**config.mk**
```make
export PLATFORM = sky130hd
export DESIGN_NAME = gat_output_top
export DESIGN_NICKNAME = d
export VERILOG_FILES = /design/src/design/gat_pkg.sv /design/src/design/feature_aggregator.sv /design/src/design/feature_fifo.sv /design/src/design/feature_controller.sv /design/src/design/feature_bram.sv /design/src/design/gat_output_top.sv
export VERILOG_INCLUDE_DIRS = /design/src /design/src/design
export SDC_FILE = /design/constraint.sdc
export NUM_CORES = 2
export LEC_CHECK = 0
export BUFFER_PORTS_ARGS = -buffer_cell sky130_fd_sc_hd__buf_2
export CAP_MARGIN = 20
export CORE_MARGIN = 3
export CORE_UTILIZATION = 40
export CTS_BUF_LIST = sky130_fd_sc_hd__clkbuf_2
export DETAILED_ROUTE_END_ITERATION = 6
export SLEW_MARGIN = 20
export SYNTH_ARGS = -nofsm -noshare
export SYNTH_HDL_FRONTEND = slang
export SYNTH_SLANG_ARGS = --single-unit
```
**constraint.sdc**
```tcl
create_clock -name clk -period 10.5 [get_ports clk]
set_clock_uncertainty 0.05 [all_clocks]
set_input_delay 0 -clock clk [delete_from_list [all_inputs] [get_ports clk]]
set_output_delay 0 -clock clk [all_outputs]
set_load 0.03 [all_outputs]
```
**src/design/gat_settings.svh**
```systemverilog
// Size and width macros for the GAT output write-back stage
`ifndef GAT_SETTINGS_SVH
`define GAT_SETTINGS_SVH

// ====================
// Feature vector shape
// ====================

// Lanes per new-feature vector
`define GAT_NUM_FEATURE_OUT 4
`define GAT_FEATURE_WIDTH   32

// Signed WH lane and unsigned attention coefficient
`define GAT_WH_WIDTH        12
`define GAT_ALPHA_WIDTH     16

// ====================
// Run and storage size
// ====================

`define GAT_NUM_NODES       6
`define GAT_FIFO_DEPTH      4

// One BRAM word per lane per node
`define GAT_FEAT_DEPTH      (`GAT_NUM_NODES * `GAT_NUM_FEATURE_OUT)
`define GAT_FEAT_ADDR_WIDTH 5
`define GAT_LANE_WIDTH      2

`endif

```
**src/design/gat_pkg.sv**
```systemverilog
// Vector typedefs and aggregator state enum for the GAT output stage
`include "gat_settings.svh"

package gat_pkg;

  // One signed lane and a whole WH row, lane 0 in the low bits
  typedef logic signed [`GAT_WH_WIDTH-1:0]                      wh_t;
  typedef logic [`GAT_NUM_FEATURE_OUT*`GAT_WH_WIDTH-1:0]        wh_row_t;

  // Attention coefficient, unsigned
  typedef logic [`GAT_ALPHA_WIDTH-1:0]                          alpha_t;

  // New-feature word and vector, lane 0 in the low bits
  typedef logic [`GAT_FEATURE_WIDTH-1:0]                        feature_t;
  typedef logic [`GAT_NUM_FEATURE_OUT*`GAT_FEATURE_WIDTH-1:0]   feature_vec_t;

  typedef logic [`GAT_FEAT_ADDR_WIDTH-1:0]                      feat_addr_t;
  typedef logic [`GAT_LANE_WIDTH-1:0]                           lane_idx_t;

  // Input receiver FSM
  typedef enum logic [1:0] {
    agg_idle,
    agg_accumulate,
    agg_ack,
    agg_push
  } agg_state_t;

endpackage

```
**src/design/feature_aggregator.sv**
```systemverilog
// Four-phase input receiver with per-lane multiply-accumulate and FIFO push
`timescale 1ns/10ps
`include "gat_settings.svh"

module feature_aggregator (
  input  logic                  clk,
  input  logic                  rst_n,
  input  logic                  in_req,
  input  gat_pkg::alpha_t       in_alpha,
  input  gat_pkg::wh_row_t      in_wh_row,
  input  logic                  in_last,
  input  logic                  fifo_full,
  output logic                  in_ack,
  output logic                  fifo_push,
  output gat_pkg::feature_vec_t fifo_din
);

  gat_pkg::agg_state_t   state;

  gat_pkg::alpha_t       alpha_reg;
  gat_pkg::wh_row_t      wh_row_reg;
  logic                  last_reg;

  // One running sum per lane
  gat_pkg::feature_vec_t acc;
  gat_pkg::feature_vec_t acc_next;

  // ====================
  // Beat capture
  // ====================

  // Payload is stable while in_req is high
  always_ff @(posedge clk) begin
    if ((state == gat_pkg::agg_idle) && in_req) begin
      alpha_reg  <= in_alpha;
      wh_row_reg <= in_wh_row;
      last_reg   <= in_last;
    end
  end

  // ====================
  // Multiply-accumulate
  // ====================

  always_comb begin
    gat_pkg::wh_t      lane;
    gat_pkg::feature_t lane_ext;
    gat_pkg::feature_t alpha_ext;
    // Zero-extend the coefficient
    alpha_ext = gat_pkg::feature_t'(alpha_reg);
    acc_next  = acc;
    for (int i = 0; i < `GAT_NUM_FEATURE_OUT; i++) begin
      lane     = wh_row_reg[i*`GAT_WH_WIDTH +: `GAT_WH_WIDTH];
      // Sign-extend the lane, product wraps at 32 bits
      lane_ext = gat_pkg::feature_t'(lane);
      acc_next[i*`GAT_FEATURE_WIDTH +: `GAT_FEATURE_WIDTH] =
        acc[i*`GAT_FEATURE_WIDTH +: `GAT_FEATURE_WIDTH] + alpha_ext * lane_ext;
    end
  end

  // ====================
  // Receiver FSM
  // ====================

  always_ff @(posedge clk or negedge rst_n) begin
    if (!rst_n) begin
      state  <= gat_pkg::agg_idle;
      in_ack <= 1'b0;
      acc    <= '0;
    end else begin
      case (state)
        gat_pkg::agg_idle: begin
          if (in_req) begin
            state <= gat_pkg::agg_accumulate;
          end
        end
        gat_pkg::agg_accumulate: begin
          acc <= acc_next;
          if (last_reg) begin
            state <= gat_pkg::agg_push;
          end else begin
            in_ack <= 1'b1;
            state  <= gat_pkg::agg_ack;
          end
        end
        gat_pkg::agg_push: begin
          // Hold ack back while the FIFO is full
          if (!fifo_full) begin
            acc    <= '0;
            in_ack <= 1'b1;
            state  <= gat_pkg::agg_ack;
          end
        end
        gat_pkg::agg_ack: begin
          if (!in_req) begin
            in_ack <= 1'b0;
            state  <= gat_pkg::agg_idle;
          end
        end
        default: begin
          state <= gat_pkg::agg_idle;
        end
      endcase
    end
  end

  assign fifo_push = (state == gat_pkg::agg_push) && !fifo_full;
  assign fifo_din  = acc;

  // Ack only answers a pending request
  a_ack_needs_req: assert property (
    @(posedge clk) disable iff (!rst_n)
    $rose(in_ack) |-> in_req
  );

endmodule

```
**src/design/feature_fifo.sv**
```systemverilog
// Synchronous FIFO of whole new-feature vectors
`timescale 1ns/10ps
`include "gat_settings.svh"

module feature_fifo (
  input  logic                  clk,
  input  logic                  rst_n,
  input  logic                  fifo_push,
  input  gat_pkg::feature_vec_t fifo_din,
  input  logic                  fifo_pop,
  output gat_pkg::feature_vec_t fifo_dout,
  output logic                  fifo_full,
  output logic                  fifo_empty
);

  gat_pkg::feature_vec_t                mem [`GAT_FIFO_DEPTH];

  logic [$clog2(`GAT_FIFO_DEPTH)-1:0]   wr_ptr;
  logic [$clog2(`GAT_FIFO_DEPTH)-1:0]   rd_ptr;
  logic [$clog2(`GAT_FIFO_DEPTH):0]     count;

  logic                                 do_push;
  logic                                 do_pop;

  assign do_push = fifo_push && !fifo_full;
  assign do_pop  = fifo_pop && !fifo_empty;

  // Storage
  always_ff @(posedge clk) begin
    if (do_push) begin
      mem[wr_ptr] <= fifo_din;
    end
  end

  // ====================
  // Pointers and level
  // ====================

  always_ff @(posedge clk or negedge rst_n) begin
    if (!rst_n) begin
      wr_ptr <= '0;
      rd_ptr <= '0;
      count  <= '0;
    end else begin
      if (do_push) begin
        wr_ptr <= (wr_ptr == ($clog2(`GAT_FIFO_DEPTH))'(`GAT_FIFO_DEPTH - 1)) ?
                  '0 : wr_ptr + 1'b1;
      end
      if (do_pop) begin
        rd_ptr <= (rd_ptr == ($clog2(`GAT_FIFO_DEPTH))'(`GAT_FIFO_DEPTH - 1)) ?
                  '0 : rd_ptr + 1'b1;
      end
      // Simultaneous push and pop leaves the level unchanged
      case ({do_push, do_pop})
        2'b10:   count <= count + 1'b1;
        2'b01:   count <= count - 1'b1;
        default: count <= count;
      endcase
    end
  end

  // Head is visible without read latency
  assign fifo_dout  = mem[rd_ptr];
  assign fifo_full  = (count == `GAT_FIFO_DEPTH);
  assign fifo_empty = (count == '0);

  a_no_push_full: assert property (
    @(posedge clk) disable iff (!rst_n)
    fifo_push |-> !fifo_full
  );

  a_no_pop_empty: assert property (
    @(posedge clk) disable iff (!rst_n)
    fifo_pop |-> !fifo_empty
  );

endmodule

```
**src/design/feature_controller.sv**
```systemverilog
// Vector pop, lane serializer, BRAM write addressing and run completion flag
`timescale 1ns/10ps
`include "gat_settings.svh"

module feature_controller (
  input  logic                  clk,
  input  logic                  rst_n,
  input  gat_pkg::feature_vec_t fifo_dout,
  input  logic                  fifo_empty,
  output logic                  fifo_pop,
  output logic                  bram_we,
  output gat_pkg::feat_addr_t   bram_waddr,
  output gat_pkg::feature_t     bram_wdata,
  output logic                  gat_ready
);

  gat_pkg::feature_vec_t vec_reg;
  gat_pkg::feature_vec_t vec_cur;
  gat_pkg::lane_idx_t    lane_cnt;
  gat_pkg::lane_idx_t    lane_sel;

  // ====================
  // Pop and lane select
  // ====================

  // New vector only once the previous one is fully written
  assign fifo_pop = (lane_cnt == '0) && !fifo_empty;
  assign bram_we  = fifo_pop || (lane_cnt != '0);

  // Lane 3 goes out straight from the FIFO head
  assign vec_cur  = fifo_pop ? fifo_dout : vec_reg;

  // Highest lane first
  assign lane_sel = gat_pkg::lane_idx_t'(`GAT_NUM_FEATURE_OUT - 1) - lane_cnt;

  assign bram_wdata = vec_cur[lane_sel*`GAT_FEATURE_WIDTH +: `GAT_FEATURE_WIDTH];

  always_ff @(posedge clk) begin
    if (fifo_pop) begin
      vec_reg <= fifo_dout;
    end
  end

  // ====================
  // Counters
  // ====================

  always_ff @(posedge clk or negedge rst_n) begin
    if (!rst_n) begin
      lane_cnt   <= '0;
      bram_waddr <= '0;
    end else if (bram_we) begin
      if (lane_cnt == gat_pkg::lane_idx_t'(`GAT_NUM_FEATURE_OUT - 1)) begin
        lane_cnt <= '0;
      end else begin
        lane_cnt <= lane_cnt + 1'b1;
      end
      bram_waddr <= bram_waddr + 1'b1;
    end
  end

  // Sticky once the last word of the run is written
  always_ff @(posedge clk or negedge rst_n) begin
    if (!rst_n) begin
      gat_ready <= 1'b0;
    end else if (bram_we &&
                 (bram_waddr == gat_pkg::feat_addr_t'(`GAT_FEAT_DEPTH - 1))) begin
      gat_ready <= 1'b1;
    end
  end

  a_addr_in_range: assert property (
    @(posedge clk) disable iff (!rst_n)
    bram_we |-> (bram_waddr <= gat_pkg::feat_addr_t'(`GAT_FEAT_DEPTH - 1))
  );

endmodule

```
**src/design/feature_bram.sv**
```systemverilog
// New-feature memory with one write port and one registered read port
`timescale 1ns/10ps
`include "gat_settings.svh"

module feature_bram (
  input  logic                clk,
  input  logic                bram_we,
  input  gat_pkg::feat_addr_t bram_waddr,
  input  gat_pkg::feature_t   bram_wdata,
  input  gat_pkg::feat_addr_t rd_addr,
  output gat_pkg::feature_t   rd_data
);

  gat_pkg::feature_t mem [`GAT_FEAT_DEPTH];

  // ====================
  // Write port
  // ====================

  always_ff @(posedge clk) begin
    if (bram_we) begin
      mem[bram_waddr] <= bram_wdata;
    end
  end

  // ====================
  // Read port
  // ====================

  // One cycle read latency
  always_ff @(posedge clk) begin
    rd_data <= mem[rd_addr];
  end

endmodule

```
**src/design/gat_output_top.sv**
```systemverilog
// Top level of the GAT output stage wiring aggregator, FIFO, controller and BRAM
`timescale 1ns/10ps
`include "gat_settings.svh"

module gat_output_top (
  input  logic                clk,
  input  logic                rst_n,
  input  logic                in_req,
  input  gat_pkg::alpha_t     in_alpha,
  input  gat_pkg::wh_row_t    in_wh_row,
  input  logic                in_last,
  input  gat_pkg::feat_addr_t rd_addr,
  output logic                in_ack,
  output gat_pkg::feature_t   rd_data,
  output logic                gat_ready
);

  // Aggregator to FIFO
  logic                  fifo_push;
  gat_pkg::feature_vec_t fifo_din;
  logic                  fifo_full;

  // FIFO to controller
  logic                  fifo_pop;
  gat_pkg::feature_vec_t fifo_dout;
  logic                  fifo_empty;

  // Controller to BRAM
  logic                  bram_we;
  gat_pkg::feat_addr_t   bram_waddr;
  gat_pkg::feature_t     bram_wdata;

  feature_aggregator aggregator_i (
    .clk        (clk),
    .rst_n      (rst_n),
    .in_req     (in_req),
    .in_alpha   (in_alpha),
    .in_wh_row  (in_wh_row),
    .in_last    (in_last),
    .fifo_full  (fifo_full),
    .in_ack     (in_ack),
    .fifo_push  (fifo_push),
    .fifo_din   (fifo_din)
  );

  feature_fifo fifo_i (
    .clk        (clk),
    .rst_n      (rst_n),
    .fifo_push  (fifo_push),
    .fifo_din   (fifo_din),
    .fifo_pop   (fifo_pop),
    .fifo_dout  (fifo_dout),
    .fifo_full  (fifo_full),
    .fifo_empty (fifo_empty)
  );

  feature_controller controller_i (
    .clk        (clk),
    .rst_n      (rst_n),
    .fifo_dout  (fifo_dout),
    .fifo_empty (fifo_empty),
    .fifo_pop   (fifo_pop),
    .bram_we    (bram_we),
    .bram_waddr (bram_waddr),
    .bram_wdata (bram_wdata),
    .gat_ready  (gat_ready)
  );

  feature_bram bram_i (
    .clk        (clk),
    .bram_we    (bram_we),
    .bram_waddr (bram_waddr),
    .bram_wdata (bram_wdata),
    .rd_addr    (rd_addr),
    .rd_data    (rd_data)
  );

endmodule

```
==> run metrics <==
outcome completed; Max transition margin 27.1%; Synth Register Bits 1,651; R2R Path Start aggregator_i.alpha_reg[8]; H-tree depth 5; CP peak stage delay 0.65 ns; mapped cell area 91,700 sq um; min Tclk post-route 8.32 ns; most flop-heavy register bram_i.mem; syn_area_per_cell roughly 14 sq um; CTS tree done; worst setup path end aggregator_i.fifo_din[95]; RR Endpoint aggregator_i.fifo_din[95]; syn_nets 7,739; Slew Limit Fails 0; Fmax roughly 0.12 GHz; Die Area 235,000 sq um; Main synth FF type edfxtp_1; # resized after CTS 0; pin count of the biggest net entering global routing 88; clock sinks 1,651; GRT Util Overall approximately a fifth; WS Path Type flop to flop; # fillers a little over 20,000; Synth area leaders edfxtp_1 44%, fa_1 12%, mux4_2 9.4%, ha_1 6.4%, dfrtp_1 4.0%; first-pass GRT wire length 343 mm; hold_ws around 0.28 ns; Reg2Reg Setup Slack approximately 2.2 ns; vias in the first global route 59,000; setup bufs post-CTS 0; Final Hold Violating Endpoints 0; Hold Crit Class primary input to flop; initial DRC count 4,104; vias after detailed routing 55,000; DRT Wirelength 220 mm; post-synth top area cell edfxtp_1; count of maximum capacitance violations 0; worst reg-to-reg path cell count 31; post-synth top area share 44.0%; Worst-path clk slew 0.10 ns; initial antenna violation count 10; worst path required time 11.88 ns; starting density of the core 40.3%; height of the die 485 microns; Post-Syn Instances 6,625; CTS Buf Count around 420; post-layout util between 40% and 50%; Seq/Total Area, Yosys 51.5%; warnings from Yosys 0; row cnt around 180; routed vias/inst ~5.2; crit-path max FO 36; wire per inst 20.7 microns; registers with the most flip-flops bram_i.mem: 768 flops, fifo_i.mem: 512 flops; clock root buffer clkbuf_2; DRT Pass-1 Iters 6; Clock Latency Late Sink 1.73 ns; crit end category flop; die width 485 microns; Top Ports 107; top post-synthesis cells by count 1,345 x edfxtp_1, 865 x inv_1, 679 x nand2_1; # DRC 0; Critical Path Source Type flop; Synth async-reset ratio 8.84%; Setup TNS 0 ns; RD Place Congestion 0.822; Largest register FFs 768; Worst Setup SP aggregator_i.alpha_reg[8]; Tcrit/Tclk final 79.2%; antenna-violating nets left 0; final std cells w/o fill 10,600; Area Overhead vs Synth 12.0%; Port Buffers around 110; WHS Path Cells 7; Max Root-Sink Buffers 4; Critical Path Slowest Stage Cell edfxtp_1; Arr. time, crit path 9.70 ns; DP HPWL 141 mm; most numerous cell in the Yosys netlist edfxtp_1; Slew @ Worst Pin around 1.1 ns; core area approximately 230,000 sq um; Final setup viols 0; share of cells above drive strength 1 18.6%; gr ovfl total 0; Nets roughly 8,400; Synth cell types 80; unrepaired setup endpoints after global routing false; placed cells 9,544; CP dominant cell by count fa_1; EDFF count, synth 1,345
-- kinds of logic (layout without fill, tap and decap cells) --
group                    after synthesis  after routing  share of synthesized area, %
AO/OA/AOI/OAI                        722            722                          5.08
XOR/XNOR                             188            188                          1.80
adder cells (fa/ha/maj)             1041           1041                          18.9
buffers and inverters               1143           2107                          4.69
flip-flops                          1651           1651                          51.5
multiplexers                         550            550                          11.4
other                                  0              8                             0
AND/OR/NAND/NOR                     1330           1330                          6.65
-- timing repair --
item                                    CTS  global route
endpoints found under the hold margin   311             0
endpoints found under the setup margin    0             0
hold buffers                            304             0
-- how the worst min path moves through the flow --
| stage | slack [ns] | start | to |
|---|---|---|---|
| final | 0.28 | rd_addr[1] | bram_i.rd_data[27] |
| after global routing | 0.15 | rd_addr[1] | bram_i.rd_data[27] |
| after detailed placement | -0.15 | rst_n | aggregator_i.fifo_din[13] |
| after floorplan | -0.35 | rst_n | aggregator_i.fifo_din[0] |
| after global placement | -0.14 | rst_n | aggregator_i.fifo_din[11] |
| after CTS | 0.003 | rd_addr[1] | bram_i.rd_data[4] |
-- stage by stage --
stage,cell area [sq um],setup slack (ns)
5_1_grt,103000,1.71
4_1_cts,103000,2.25
6_report,103000,2.18
3_3_place_gp,95800,2.04
2_1_floorplan,91700,3.01
3_5_place_dp,95900,2.24
-- cells in the final DEF (no fill, tap or decap), types with 75 or more instances in the layout --
cell type         n
dlygate4sd3_1   299
edfxtp_1       1345
nor2_1          168
dfxtp_1         160
o21ai_0         152
dfrtp_1         144
clkbuf_2        623
mux4_2          384
a21oi_1         194
inv_1           864
nand2_1         678
xnor2_1         115
clkinv_1        101
buf_4            75
mux2_2          128
ha_1            472
and2_1          219
fa_1            569
a21o_1          101
buf_2           102
-- layout make-up --
type                    count  area (sq um)  share of cell area, %
clock buffers             623          3120                   3.03
flip-flops and latches   1651         47300                   46.0
well taps                3009          3760                   3.66
repair buffers            487          4280                   4.17
diodes                      8          20.0                 0.0195
inverters                 870          3270                   3.18
multi-input cells        3831         40400                   39.3
clock inverters           127           662                  0.644
-- critical path: cells and delay by family, from the launching register on --
kind | cells | cell delay, ns
flip-flops | 1 | 0.65
buffers and inverters | 4 | 0.65
XOR/XNOR | 2 | 0.21
AO/OA/AOI/OAI | 12 | 2.28
AND/OR/NAND/NOR | 6 | 1.14
adder cells (fa/ha/maj) | 7 | 3.09
-- layer usage --
metal / up-vias / track usage [%] / routed length [microns]
li1: 24900 / - / -
met3: 405 / 3.19 / 12100
met1: 28200 / 25.2 / 95000
met4: 0 / 7.27 / 7570
met2: 1544 / 31.0 / 105000
met5: - / 0 / 0
Power is not shown: default switching activity piles up to over one toggle a cycle in this logic, so the estimate is an artifact.
